**src/rtl/if_pkg.sv**
```systemverilog
/* Shared types, packed structs and fixed encodings
   used across the instruction fetch stage */
package if_pkg;

  //////////////////////////////
  // Base types
  //////////////////////////////

  // Byte address on the instruction side
  typedef logic [31:0] addr_t;

  // Fetched instruction, always 32 bit wide
  typedef logic [31:0] instr_t;

  // Interrupt number used for vectoring
  typedef logic [4:0] irq_id_t;

  // Redirect source selected by the controller
  typedef enum logic [2:0] {
    PC_BOOT     = 3'd0,
    PC_JUMP     = 3'd1,
    PC_BRANCH   = 3'd2,
    PC_MRET     = 3'd3,
    PC_TRAP_EXC = 3'd4,
    PC_TRAP_IRQ = 3'd5
  } pc_mux_e;

  //////////////////////////////
  // Structs
  //////////////////////////////

  // Controller to IF
  typedef struct packed {
    logic    pc_set;
    pc_mux_e pc_mux;
    irq_id_t irq_id;
    logic    halt_if;
    logic    kill_if;
  } if_ctrl_t;

  // Candidate redirect addresses
  typedef struct packed {
    addr_t boot_addr;
    addr_t jump_target;
    addr_t branch_target;
    addr_t mepc;
    addr_t mtvec_base;
  } if_targets_t;

  // AXI4-Lite read address and read data
  typedef struct packed {
    addr_t      araddr;
    logic [2:0] arprot;
  } axi_ar_t;

  typedef struct packed {
    instr_t     rdata;
    logic [1:0] rresp;
  } axi_r_t;

  // One prefetch queue entry
  typedef struct packed {
    addr_t  pc;
    instr_t instr;
    logic   bus_err;
  } fetch_word_t;

  // IF/ID pipeline register
  typedef struct packed {
    logic   valid;
    addr_t  pc;
    instr_t instr;
    logic   dummy;
    logic   bus_err;
    logic   abort;
  } if_id_pipe_t;

  //////////////////////////////
  // Encodings
  //////////////////////////////

  // Privileged instruction access
  localparam logic [2:0] IF_ARPROT     = 3'b101;
  localparam logic [6:0] DUMMY_OPCODE  = 7'b0010011;
  localparam logic [1:0] AXI_RESP_OKAY = 2'b00;
  // Byte distance between vectored interrupt entries
  localparam addr_t      IRQ_STRIDE    = 32'd4;

endpackage

```
**src/rtl/prefetch_unit.sv**
```systemverilog
/* Redirect address selection, AXI4-Lite read master with request credit,
   stale beat discard after a flush, and the prefetch queue */
module prefetch_unit #(
  parameter int unsigned FETCH_DEPTH = 2
) (
  input  logic                clk,
  input  logic                rst_n,
  input  if_pkg::if_ctrl_t    ctrl_i,
  input  if_pkg::if_targets_t targets_i,
  input  logic                fetch_ready_i,
  output logic                fetch_valid_o,
  output if_pkg::fetch_word_t fetch_o,
  output logic                busy_o,
  output logic                arvalid_o,
  input  logic                arready_i,
  output if_pkg::axi_ar_t     ar_o,
  input  logic                rvalid_i,
  output logic                rready_o,
  input  if_pkg::axi_r_t      r_i
);

  import if_pkg::*;

  localparam int unsigned CNT_W = $clog2(FETCH_DEPTH + 1);
  localparam int unsigned PTR_W = (FETCH_DEPTH > 1) ? $clog2(FETCH_DEPTH) : 1;
  // Uncompressed only, so the PC always steps by a word
  localparam addr_t       PC_STEP = 32'd4;

  typedef logic [CNT_W-1:0] cnt_t;
  typedef logic [PTR_W-1:0] ptr_t;

  addr_t          redirect_addr;
  logic           flush;
  logic           fetch_en_q;
  // Address of the next request to raise
  addr_t          next_addr_q;
  // PC of the next beat that is kept
  addr_t          resp_pc_q;
  logic           arvalid_q;
  addr_t          ar_addr_q;
  // Requests raised on AR and not yet answered on R
  cnt_t           req_cnt_q;
  // Stale beats still to be dropped
  cnt_t           discard_cnt_q;
  cnt_t           q_cnt_q;
  ptr_t           wr_ptr_q;
  ptr_t           rd_ptr_q;
  fetch_word_t    queue_mem [FETCH_DEPTH];
  logic [CNT_W:0] reserved;
  logic           credit;
  logic           new_req;
  logic           r_hs;
  logic           keep_beat;
  logic           pop;

  //////////////////////////////
  // Redirect address
  //////////////////////////////

  always_comb begin
    unique case (ctrl_i.pc_mux)
      PC_BOOT:     redirect_addr = {targets_i.boot_addr[31:2], 2'b00};
      PC_JUMP:     redirect_addr = targets_i.jump_target;
      PC_BRANCH:   redirect_addr = targets_i.branch_target;
      PC_MRET:     redirect_addr = targets_i.mepc;
      PC_TRAP_EXC: redirect_addr = targets_i.mtvec_base;
      // Vectored entry per interrupt number
      PC_TRAP_IRQ: redirect_addr = targets_i.mtvec_base + (addr_t'(ctrl_i.irq_id) * IRQ_STRIDE);
      default:     redirect_addr = {targets_i.boot_addr[31:2], 2'b00};
    endcase
  end

  // Kill empties the queue as well, but keeps the address stream
  assign flush = ctrl_i.pc_set || ctrl_i.kill_if;

  //////////////////////////////
  // Request credit
  //////////////////////////////

  // A slot is reserved when AR is raised, so R never has to stall
  assign rready_o  = 1'b1;
  assign r_hs      = rvalid_i && rready_o;
  assign reserved  = {1'b0, req_cnt_q} + {1'b0, q_cnt_q};
  assign credit    = reserved < (CNT_W + 1)'(FETCH_DEPTH);
  // Raise a new request only when AR is free next cycle
  assign new_req   = fetch_en_q && !flush && credit && (!arvalid_q || arready_i);
  // Beats in the flush cycle are stale by definition
  assign keep_beat = r_hs && !flush && (discard_cnt_q == '0);
  assign pop       = fetch_valid_o && fetch_ready_i && !flush;

  always_ff @(posedge clk or negedge rst_n) begin
    if (!rst_n) begin
      fetch_en_q  <= 1'b0;
      arvalid_q   <= 1'b0;
      next_addr_q <= '0;
      resp_pc_q   <= '0;
    end else begin
      // Nothing is fetched before the first redirect
      if (ctrl_i.pc_set) begin
        fetch_en_q <= 1'b1;
      end
      // AR stays up until accepted
      arvalid_q <= (arvalid_q && !arready_i) || new_req;
      if (ctrl_i.pc_set) begin
        next_addr_q <= redirect_addr;
        resp_pc_q   <= redirect_addr;
      end else begin
        if (new_req) begin
          next_addr_q <= next_addr_q + PC_STEP;
        end
        // After a kill the first kept beat is the next unrequested address
        if (ctrl_i.kill_if) begin
          resp_pc_q <= next_addr_q;
        end else if (keep_beat) begin
          resp_pc_q <= resp_pc_q + PC_STEP;
        end
      end
    end
  end

  // Address payload, held while arvalid waits for arready
  always_ff @(posedge clk) begin
    if (new_req) begin
      ar_addr_q <= next_addr_q;
    end
  end

  always_ff @(posedge clk or negedge rst_n) begin
    if (!rst_n) begin
      req_cnt_q     <= '0;
      discard_cnt_q <= '0;
    end else begin
      req_cnt_q <= req_cnt_q + cnt_t'(new_req) - cnt_t'(r_hs);
      // Everything still in flight turns stale on a flush
      if (flush) begin
        discard_cnt_q <= req_cnt_q - cnt_t'(r_hs);
      end else if (r_hs && (discard_cnt_q != '0)) begin
        discard_cnt_q <= discard_cnt_q - 1'b1;
      end
    end
  end

  //////////////////////////////
  // Prefetch queue
  //////////////////////////////

  always_ff @(posedge clk or negedge rst_n) begin
    if (!rst_n) begin
      wr_ptr_q <= '0;
      rd_ptr_q <= '0;
      q_cnt_q  <= '0;
    end else if (flush) begin
      wr_ptr_q <= '0;
      rd_ptr_q <= '0;
      q_cnt_q  <= '0;
    end else begin
      if (keep_beat) begin
        wr_ptr_q <= (wr_ptr_q == ptr_t'(FETCH_DEPTH - 1)) ? '0 : wr_ptr_q + 1'b1;
      end
      if (pop) begin
        rd_ptr_q <= (rd_ptr_q == ptr_t'(FETCH_DEPTH - 1)) ? '0 : rd_ptr_q + 1'b1;
      end
      q_cnt_q <= q_cnt_q + cnt_t'(keep_beat) - cnt_t'(pop);
    end
  end

  // Tag each kept beat with its PC, any non-OKAY response is a bus error
  always_ff @(posedge clk) begin
    if (keep_beat) begin
      queue_mem[wr_ptr_q] <= '{pc: resp_pc_q,
                               instr: r_i.rdata,
                               bus_err: (r_i.rresp != AXI_RESP_OKAY)};
    end
  end

  assign fetch_valid_o = (q_cnt_q != '0);
  assign fetch_o       = queue_mem[rd_ptr_q];
  assign busy_o        = (req_cnt_q != '0);
  assign arvalid_o     = arvalid_q;
  assign ar_o          = '{araddr: ar_addr_q, arprot: IF_ARPROT};

endmodule

```
**src/rtl/dummy_instr_gen.sv**
```systemverilog
/* Filler instruction generator, an LFSR for the
   operand fields and an issue counter for the schedule */
module dummy_instr_gen #(
  parameter int unsigned DUMMY_EVERY = 4
) (
  input  logic           clk,
  input  logic           rst_n,
  input  logic           dummy_en_i,
  input  logic           issued_i,
  input  logic           issued_dummy_i,
  output logic           dummy_insert_o,
  output if_pkg::instr_t dummy_word_o
);

  import if_pkg::*;

  localparam int unsigned CNT_W = $clog2(DUMMY_EVERY + 1);
  // x^32 + x^22 + x^2 + x + 1, right shifting Galois form
  localparam logic [31:0] LFSR_POLY = 32'h8020_0003;
  // Any nonzero start value
  localparam logic [31:0] LFSR_SEED = 32'h1f3a_9c55;

  logic [31:0]      lfsr_q;
  logic [CNT_W-1:0] issue_cnt_q;
  logic             cnt_full;
  logic             dummy_done;
  logic [2:0]       funct3;

  assign dummy_done = issued_i && issued_dummy_i;

  //////////////////////////////
  // Issue counter
  //////////////////////////////

  assign cnt_full       = (issue_cnt_q == CNT_W'(DUMMY_EVERY));
  assign dummy_insert_o = cnt_full && dummy_en_i;

  always_ff @(posedge clk or negedge rst_n) begin
    if (!rst_n) begin
      issue_cnt_q <= '0;
    end else if (!dummy_en_i || dummy_done) begin
      // Restart the interval after each filler, or while disabled
      issue_cnt_q <= '0;
    end else if (issued_i && !cnt_full) begin
      issue_cnt_q <= issue_cnt_q + 1'b1;
    end
  end

  //////////////////////////////
  // LFSR
  //////////////////////////////

  // One step per issued filler
  always_ff @(posedge clk or negedge rst_n) begin
    if (!rst_n) begin
      lfsr_q <= LFSR_SEED;
    end else if (dummy_done) begin
      lfsr_q <= {1'b0, lfsr_q[31:1]} ^ (lfsr_q[0] ? LFSR_POLY : 32'h0);
    end
  end

  // Only ADDI, SLTI, XORI and ORI
  // Shift encodings would constrain the immediate
  assign funct3 = {lfsr_q[14:13], 1'b0};

  // rd is x0, so the filler never changes architectural state
  assign dummy_word_o = {lfsr_q[31:20], lfsr_q[19:15], funct3, 5'b00000, DUMMY_OPCODE};

endmodule

```
**src/rtl/if_issue.sv**
```systemverilog
/* Source selection between fetched word and filler,
   and the IF/ID pipeline register */
module if_issue (
  input  logic                clk,
  input  logic                rst_n,
  input  if_pkg::if_ctrl_t    ctrl_i,
  input  logic                id_ready_i,
  input  logic                fetch_valid_i,
  input  if_pkg::fetch_word_t fetch_i,
  output logic                fetch_ready_o,
  input  logic                dummy_insert_i,
  input  if_pkg::instr_t      dummy_word_i,
  output logic                issued_o,
  output logic                issued_dummy_o,
  output if_pkg::if_id_pipe_t if_id_pipe_o
);

  import if_pkg::*;

  logic        candidate;
  logic        blocked;
  logic        issue;
  if_id_pipe_t pipe_d;

  // A filler borrows the PC of the waiting word, so a word must be present
  assign candidate = fetch_valid_i;
  assign blocked   = ctrl_i.halt_if || ctrl_i.kill_if;
  assign issue     = id_ready_i && candidate && !blocked;

  assign issued_o       = issue;
  assign issued_dummy_o = issue && dummy_insert_i;

  // Pop only for a real issue, or drop the head on kill
  assign fetch_ready_o = (issue && !dummy_insert_i) || ctrl_i.kill_if;

  //////////////////////////////
  // Next entry
  //////////////////////////////

  always_comb begin
    pipe_d       = '0;
    pipe_d.valid = 1'b1;
    pipe_d.pc    = fetch_i.pc;
    if (dummy_insert_i) begin
      // Filler has priority and never aborts
      pipe_d.instr   = dummy_word_i;
      pipe_d.dummy   = 1'b1;
      pipe_d.bus_err = 1'b0;
      pipe_d.abort   = 1'b0;
    end else begin
      pipe_d.instr   = fetch_i.instr;
      pipe_d.dummy   = 1'b0;
      pipe_d.bus_err = fetch_i.bus_err;
      // Bus error turns into an abort in later stages
      pipe_d.abort   = fetch_i.bus_err;
    end
  end

  //////////////////////////////
  // IF/ID register
  //////////////////////////////

  // Frozen while ID applies back-pressure
  always_ff @(posedge clk or negedge rst_n) begin
    if (!rst_n) begin
      if_id_pipe_o <= '0;
    end else if (id_ready_i) begin
      if (issue) begin
        if_id_pipe_o <= pipe_d;
      end else begin
        // Bubble on halt, kill or empty queue
        if_id_pipe_o.valid <= 1'b0;
      end
    end
  end

endmodule

```
**src/rtl/if_stage.sv**
```systemverilog
/* Instruction fetch stage top level, prefetch unit,
   filler generator and issue stage */
module if_stage #(
  parameter int unsigned FETCH_DEPTH = 2,
  parameter int unsigned DUMMY_EVERY = 4
) (
  input  logic                clk,
  input  logic                rst_n,
  // Controller
  input  if_pkg::if_ctrl_t    ctrl_i,
  input  if_pkg::if_targets_t targets_i,
  input  logic                dummy_en_i,
  // ID side
  input  logic                id_ready_i,
  output if_pkg::if_id_pipe_t if_id_pipe_o,
  output logic                if_busy_o,
  // AXI4-Lite read channels
  output logic                arvalid_o,
  input  logic                arready_i,
  output if_pkg::axi_ar_t     ar_o,
  input  logic                rvalid_i,
  output logic                rready_o,
  input  if_pkg::axi_r_t      r_i
);

  import if_pkg::*;

  // Queue head towards issue
  logic        fetch_valid;
  logic        fetch_ready;
  fetch_word_t fetch_word;
  // Filler handshake
  logic        dummy_insert;
  instr_t      dummy_word;
  logic        issued;
  logic        issued_dummy;

  prefetch_unit #(
    .FETCH_DEPTH (FETCH_DEPTH)
  ) prefetch_unit_inst (
    .clk           (clk),
    .rst_n         (rst_n),
    .ctrl_i        (ctrl_i),
    .targets_i     (targets_i),
    .fetch_ready_i (fetch_ready),
    .fetch_valid_o (fetch_valid),
    .fetch_o       (fetch_word),
    .busy_o        (if_busy_o),
    .arvalid_o     (arvalid_o),
    .arready_i     (arready_i),
    .ar_o          (ar_o),
    .rvalid_i      (rvalid_i),
    .rready_o      (rready_o),
    .r_i           (r_i)
  );

  dummy_instr_gen #(
    .DUMMY_EVERY (DUMMY_EVERY)
  ) dummy_instr_gen_inst (
    .clk            (clk),
    .rst_n          (rst_n),
    .dummy_en_i     (dummy_en_i),
    .issued_i       (issued),
    .issued_dummy_i (issued_dummy),
    .dummy_insert_o (dummy_insert),
    .dummy_word_o   (dummy_word)
  );

  if_issue if_issue_inst (
    .clk            (clk),
    .rst_n          (rst_n),
    .ctrl_i         (ctrl_i),
    .id_ready_i     (id_ready_i),
    .fetch_valid_i  (fetch_valid),
    .fetch_i        (fetch_word),
    .fetch_ready_o  (fetch_ready),
    .dummy_insert_i (dummy_insert),
    .dummy_word_i   (dummy_word),
    .issued_o       (issued),
    .issued_dummy_o (issued_dummy),
    .if_id_pipe_o   (if_id_pipe_o)
  );

endmodule

```
**config.mk**
```make
export PLATFORM = sky130hd
export DESIGN_NAME = if_stage
export DESIGN_NICKNAME = d
export VERILOG_FILES = /design/src/rtl/if_pkg.sv /design/src/rtl/prefetch_unit.sv /design/src/rtl/dummy_instr_gen.sv /design/src/rtl/if_issue.sv /design/src/rtl/if_stage.sv
export SDC_FILE = /design/constraint.sdc
export NUM_CORES = 1
export LEC_CHECK = 0
export BUFFER_PORTS_ARGS = -buffer_cell sky130_fd_sc_hd__buf_2
export CAP_MARGIN = 10
export CORE_MARGIN = 2
export CORE_UTILIZATION = 31
export CTS_CLUSTER_SIZE = 40
export DETAILED_ROUTE_END_ITERATION = 10
export MAX_ROUTING_LAYER = met4
export PLACE_DENSITY = 0.53
export SYNTH_ARGS = -nofsm -noshare
export SYNTH_HDL_FRONTEND = slang
export SYNTH_SLANG_ARGS = --single-unit
export TNS_END_PERCENT = 5
```
**constraint.sdc**
```tcl
create_clock -name clk -period 6.32 [get_ports clk]
set_input_delay 1.264 -clock clk [delete_from_list [all_inputs] [get_ports clk]]
set_output_delay 1.264 -clock clk [all_outputs]
set_load 0.02 [all_outputs]
```
[After elaboration in Yosys (flattened, before gate mapping)]
Memory sizes are Yosys's and may differ from the RTL's.
Index checks and enable logic that the tools add are counted.
Storage, ports and cells
  flip-flop bits (word level): 209
  memory bits (writable): 130
  input bits: 211
  memories kept: 1
Memory list
  prefetch_unit_inst.queue_mem: depth 2, width 65, read ports 1, clocked after Yosys merged registers in 0, write ports 1, line prefetch_unit.sv:48  | fetch_word_t queue_mem [FETCH_DEPTH];
Operators by class
  add/sub/neg operators: 13
  order comparisons: 1
  eq/ne operators: 6
  mux-type cells: 22
  bitwise operators: 1
  reductions and logical operators: 41
Operator list (number)
  2-to-1 mux 32 bit: 6
  one-hot mux 32 bit (5 select lines): 1
  adder 32 x 3 -> 32 bit, second input constant: 2
  2-to-1 mux 35 bit: 1
  adder 32 x 7 -> 32 bit: 1
  XOR 31 x 32 -> 32 bit: 1
  nonzero test 2 bit: 9
  logical AND 1 bit: 16
  == test 3 bit, second input constant: 3
  2-to-1 mux 1 bit: 9
  logical NOT 1 bit: 7
  == test 3 x 2 -> 1 bit, second input constant: 2
  logical OR 1 bit: 6
  2-to-1 mux 2 bit: 3
  2-to-1 mux 3 bit: 2
  subtractor 2 x 1 -> 2 bit: 3
  adder 2 x 1 -> 2 bit: 2
  adder 2 x 2 -> 3 bit: 1
  adder 3 x 1 -> 3 bit, second input constant: 1
  == test 3 x 1 -> 1 bit, second input constant: 1
  less-than comparator 3 x 2 -> 1 bit, second input constant: 1
  nonzero test 3 bit: 1
  adder 1 bit, second input constant: 2
  logical NOT 2 bit: 1
  other kinds (2): 2

[Longest topological paths before layout]
  depth in word-level cells: 9
  depth in mapped cells: 13
  gate-level depth less buffers: 12

[By module]
From an unflattened synthesis, not the netlist that was laid out.
Second synthesis, totals
  cells, all modules: 1469
  area, all modules: 17890.9 um^2
By module, submodules not included
  prefetch_unit: times used 1, cells each 1159, area an instance 12888.6 um^2, seq. area each 6716.4 um^2
  if_issue: times used 1, cells each 184, area an instance 3223.1 um^2, seq. area each 1676.6 um^2
  dummy_instr_gen: times used 1, cells each 126, area an instance 1779.2 um^2, seq. area each 897.1 um^2

[Worst setup path before layout]
Ideal clock, no wire load.
  kind: input to register
  start point: input port ctrl_i[0] (netlist bit)
  end point: memory prefetch_unit_inst.queue_mem[0][0] (netlist bit) (enable)
  library setup time: 0.568 ns
  arrival: 6.319 ns
  required time: 5.752 ns
  setup slack: -0.567 ns
  stages on the path: 4
  path through: or2_1 clkbuf_1 clkbuf_1 nor3_1
Between the ends
  word-level cells in the longest chain between the ends: 6
Ends and longest elaborated chain
  start: declaration: line if_stage.sv:10  | input if_pkg::if_ctrl_t ctrl_i,
  logical OR 1 bit: line prefetch_unit.sv:74  | assign flush = ctrl_i.pc_set || ctrl_i.kill_if;
  logical NOT 1 bit: line prefetch_unit.sv:88  | assign keep_beat = r_hs && !flush && (discard_cnt_q == '0);
  logical AND 1 bit (2 in a row): line prefetch_unit.sv:88
  2-to-1 mux 1 bit: line prefetch_unit.sv:169  | if (keep_beat) begin
  2-to-1 mux 1 bit (implied by the code): line prefetch_unit.sv:170  | queue_mem[wr_ptr_q] <= '{pc: resp_pc_q,
  end: declaration: line prefetch_unit.sv:48
No other way between the ends.

[Worst setup path in the final report]
  start point: input port ctrl_i[0] (netlist bit)
  end point: register prefetch_unit_inst.next_addr_q[6]
Between the ends
  word-level cells in the longest chain between the ends: 6
Ends and longest elaborated chain
  logical OR 1 bit: line prefetch_unit.sv:74
  logical NOT 1 bit: line prefetch_unit.sv:86  | assign new_req = fetch_en_q && !flush && credit && (!arvalid_q || arready_i);
  logical AND 1 bit (3 in a row): line prefetch_unit.sv:86
  nonzero test 2 bit (no source line)
  end signal: assignment: line prefetch_unit.sv:105  | next_addr_q <= redirect_addr;
  end signal: assignment: line prefetch_unit.sv:109  | next_addr_q <= next_addr_q + PC_STEP;
  end: declaration: line prefetch_unit.sv:36  | addr_t next_addr_q;
No other way between the ends.
A chain may end at the register's enable or synchronous reset.

==> impl_metrics.ini <==
[global_routing]
grt_use_total = 0.186
grt.overflow.total = 0
antenna_found_initial = 2
grt_max_degree = 120
grt_pass1_vias = 12489
grt_pass1_wl_um = 75700

[final_layout]
areaGrowthSynthToFinish_pct = 20.6
layout_commonest_cell = buf_2
layout-drive-gt1-share = 0.265
instances_no_fill = 2477
final_cell_mix = 309 x buf_2, 162 x edfxtp_1, 158 x dfrtp_1
nets = 1985
design_area_mm2 = 0.0198

[critical_path]
crit_family = simple AND/OR/NAND/NOR gates
cp_data_required_time_ps = 6710
crit_chain = buf_2, or2_1, nor3_2, nand3_2, inv_2, buf_4, nor2_1, a21oi_1, nor2_1, a21oi_1
worst-path-buf-inv = 3
cp-start-kind = input pin
crit_fanout = 49
cpPeakStageDelay_ps = 680
critPathKind = input pin to flop
cp_slowest_cell = buf_2
cp.arrival_ps = 4270
endpoint_kind = flop

[sta]
max_freq_ghz = 0.258
setup_viol = 0
final-max-slew-violation-count = 0
relSlewSlack = 0.345
rsz0062_at_grt = no
fin_skew_ps = 17.7
tightest_slew_ps = 982
tns_ps = 0
min_period_ps = 3880
hold_viol_final = 0
fin_crit_sh = 0.613
fin_hold_ws_ps = 462

[yosys]
synth_edf_count = 162
netlist-cell-type-count = 85
syn_inst = 1488
netlist_area_mm2 = 0.0164
synth_area_per_cell_um2 = 11.0
yosysSeqAreaShare = 0.565
yosys_warnings = 0
synth_ff_type = edfxtp_1
ys_seq_elements = 338
synthArstFlopShare = 0.521

[route]
vias = 12738
drc = 0
wl_um = 50300
wire_per_inst_um = 20.3
drt-pass1-iter-count = 5
vias_per_cell = 5.14
first_iter_violations = 821
postRouteAntennaNets = 0

[clock_tree]
cts_setup_buffers = 0
cts_tree = yes
cts.clk_slew.worst_paths_ps = 60
numCtsBuffers = 37
cts_resized = 0
cts_root_buffer = clkbuf_16
clock_latency_ps = 530
cts_num_sinks = 338
cts_htree_levels = 2
cts_max_path_buffers = 3
hold_buffers = 0

[power_and_ir_drop]
p_seq_frac = 0.469
p_leak_nw = 8.03
pwr-share-comb = 0.162
p_int_w = 0.00415
power.total_w = 0.00582
clkPwrFrac = 0.369
power_switching_w = 0.00168
netSwitchingFraction = 0.288
peakVddDrop_v = 0.000154
powerDensity_mw_per_mm2 = 294

[die]
core_region_area_mm2 = 0.0524
die_width_um = 234
num_rows = 84
die_area_mm2 = 0.0549
io_pins = 317
die_h_um = 234
start_util = 0.313

[run]
drv_cap = 0

[placed_design]
placed_cells = 2407
placed_area_mm2 = 0.0186
io_buffers = 310
hpwl_um = 36300
gp_congestion = 0.900

[hold_path]
hold_path_class = flop to flop

[status]
status = completed
-- flip-flops by register name, indices dropped and copies added, names as in the netlist --
| signal | flops |
|---|---|
| prefetch_unit_inst.resp_pc_q | 32 |
| prefetch_unit_inst.q_cnt_q | 2 |
| prefetch_unit_inst.next_addr_q | 32 |
| dummy_instr_gen_inst.lfsr_q | 32 |
| prefetch_unit_inst.rd_ptr_q | 1 |
| dummy_instr_gen_inst.issue_cnt_q | 3 |
| prefetch_unit_inst.req_cnt_q | 2 |
| prefetch_unit_inst.ar_addr_q | 32 |
| prefetch_unit_inst.fetch_en_q | 1 |
| prefetch_unit_inst.queue_mem | 130 |
| prefetch_unit_inst.discard_cnt_q | 2 |
| if_issue_inst.if_id_pipe_o | 67 |
| prefetch_unit_inst.arvalid_o | 1 |
| prefetch_unit_inst.wr_ptr_q | 1 |
-- path summary, 6_finish.rpt --
kind,slack [ps],endpoint,cells past startpoint,startpoint
worst max-delay path,2440,prefetch_unit_inst.next_addr_q[6]$_DFFE_PN0N_,10,ctrl_i[0]
worst min-delay path,460,prefetch_unit_inst.ar_addr_q[0]$_DFFE_PP_,0,prefetch_unit_inst.next_addr_q[0]$_DFFE_PN0P_
worst max register to register,3280,prefetch_unit_inst.next_addr_q[6]$_DFFE_PN0N_,11,prefetch_unit_inst.q_cnt_q[0]$_DFF_PN0_
worst min register to register,460,prefetch_unit_inst.ar_addr_q[0]$_DFFE_PP_,0,prefetch_unit_inst.next_addr_q[0]$_DFFE_PN0P_
max in group asynchronous,4440,prefetch_unit_inst.rd_ptr_q$_DFFE_PN0P_,2,rst_n
min in group asynchronous,710,if_issue_inst.if_id_pipe_o[2]$_DFFE_PN0P_,1,rst_n
-- cell usage after synthesis (5+ instances only) --
| master | count | area share |
|---|---|---|
| and3_1 | 24 | 0.0091 |
| and4_1 | 6 | 0.0032 |
| o22ai_1 | 19 | 0.0072 |
| nor2b_1 | 5 | 0.0019 |
| inv_1 | 30 | 0.0069 |
| o211ai_1 | 27 | 0.012 |
| mux2_2 | 34 | 0.023 |
| and2_1 | 10 | 0.0038 |
| nand3_1 | 32 | 0.0097 |
| a221oi_1 | 8 | 0.0043 |
| mux2i_1 | 74 | 0.045 |
| o21a_1 | 14 | 0.0064 |
| o21ai_1 | 22 | 0.0067 |
| buf_1 | 9 | 0.0021 |
| nand2b_1 | 13 | 0.0049 |
| dfstp_2 | 17 | 0.027 |
| a31oi_1 | 16 | 0.0061 |
| a21oi_1 | 105 | 0.032 |
| clkbuf_1 | 54 | 0.012 |
| nor2_1 | 107 | 0.024 |
| o221ai_1 | 10 | 0.0053 |
| nor3_1 | 15 | 0.0046 |
| o21ai_0 | 111 | 0.034 |
| xnor2_1 | 30 | 0.016 |
| a21o_1 | 9 | 0.0041 |
| o31ai_1 | 13 | 0.0059 |
| edfxtp_1 | 162 | 0.30 |
| buf_4 | 5 | 0.0023 |
| a22oi_1 | 18 | 0.0082 |
| o22a_1 | 5 | 0.0027 |
| nand4_1 | 17 | 0.0065 |
| a221o_1 | 8 | 0.0049 |
| nand2_1 | 131 | 0.030 |
| buf_2 | 27 | 0.0082 |
| xor2_1 | 25 | 0.013 |
| a211oi_1 | 11 | 0.0050 |
| ha_1 | 14 | 0.011 |
| dfrtp_1 | 159 | 0.24 |
-- layout make-up --
type / count / area [µm²]
Fill cell: 5214 / 32600
Sequential cell: 338 / 9290
Multi-Input combinational cell: 1022 / 6630
Timing Repair Buffer: 324 / 1680
Clock buffer: 53 / 1070
Tap cell: 688 / 861
Clock inverter: 15 / 145
Inverter: 35 / 131
Antenna cell: 2 / 5.00
-- metal layers --
| metal | up-vias | GRT usage | share of wire |
|---|---|---|---|
| met3 | 68 | 0.0309 | 0.062 |
| met5 | - | - | 0 |
| met1 | 6157 | 0.243 | 0.45 |
| met2 | 453 | 0.297 | 0.47 |
| met4 | 0 | 0.0502 | 0.022 |
| li1 | 6060 | - | - |
-- per-stage QoR --
| step | worst slack (ps) | utilization |
|---|---|---|
| after floorplan | 1470 | - |
| after global placement | 1870 | 0.355 |
| after detailed placement | 1830 | 0.355 |
| after CTS | 2420 | 0.378 |
| after global routing | 2130 | 0.378 |
| final | 2440 | 0.378 |
-- worst register-to-register path, cell delays in order, from the launching register on --
cell     delay (ps)
dfrtp_1         340
inv_1            60
nor2_1          130
fa_1            450
nor3_2          260
nand3_2         250
inv_2           400
buf_4           440
nor2_1          270
a21oi_1         190
nor2_1           50
a21oi_1         130
-- cell families after synthesis --
kind of cell,after synthesis,share of synthesized area
AO/OA/AOI/OAI,443,0.171
flip-flops,338,0.565
XOR/XNOR,55,0.0293
buffers and inverters,130,0.0329
AND/OR/NAND/NOR,396,0.119
adder cells (fa/ha/maj),16,0.0131
other,2,0.000457
multiplexers,108,0.0684
-- power by group through the flow --
| stage | clock (W) | combinational [W] | sequential (W) |
|---|---|---|---|
| floorplan | 0 | 0.000466 | 0.00282 |
| global placement | 0 | 0.000938 | 0.00277 |
| detailed placement | 0 | 0.000948 | 0.00278 |
| CTS | 0.00221 | 0.000952 | 0.00274 |
| global route | 0.00230 | 0.00104 | 0.00277 |
| finish | 0.00215 | 0.000942 | 0.00273 |
Note: power is estimated with default switching activity, not from simulation.
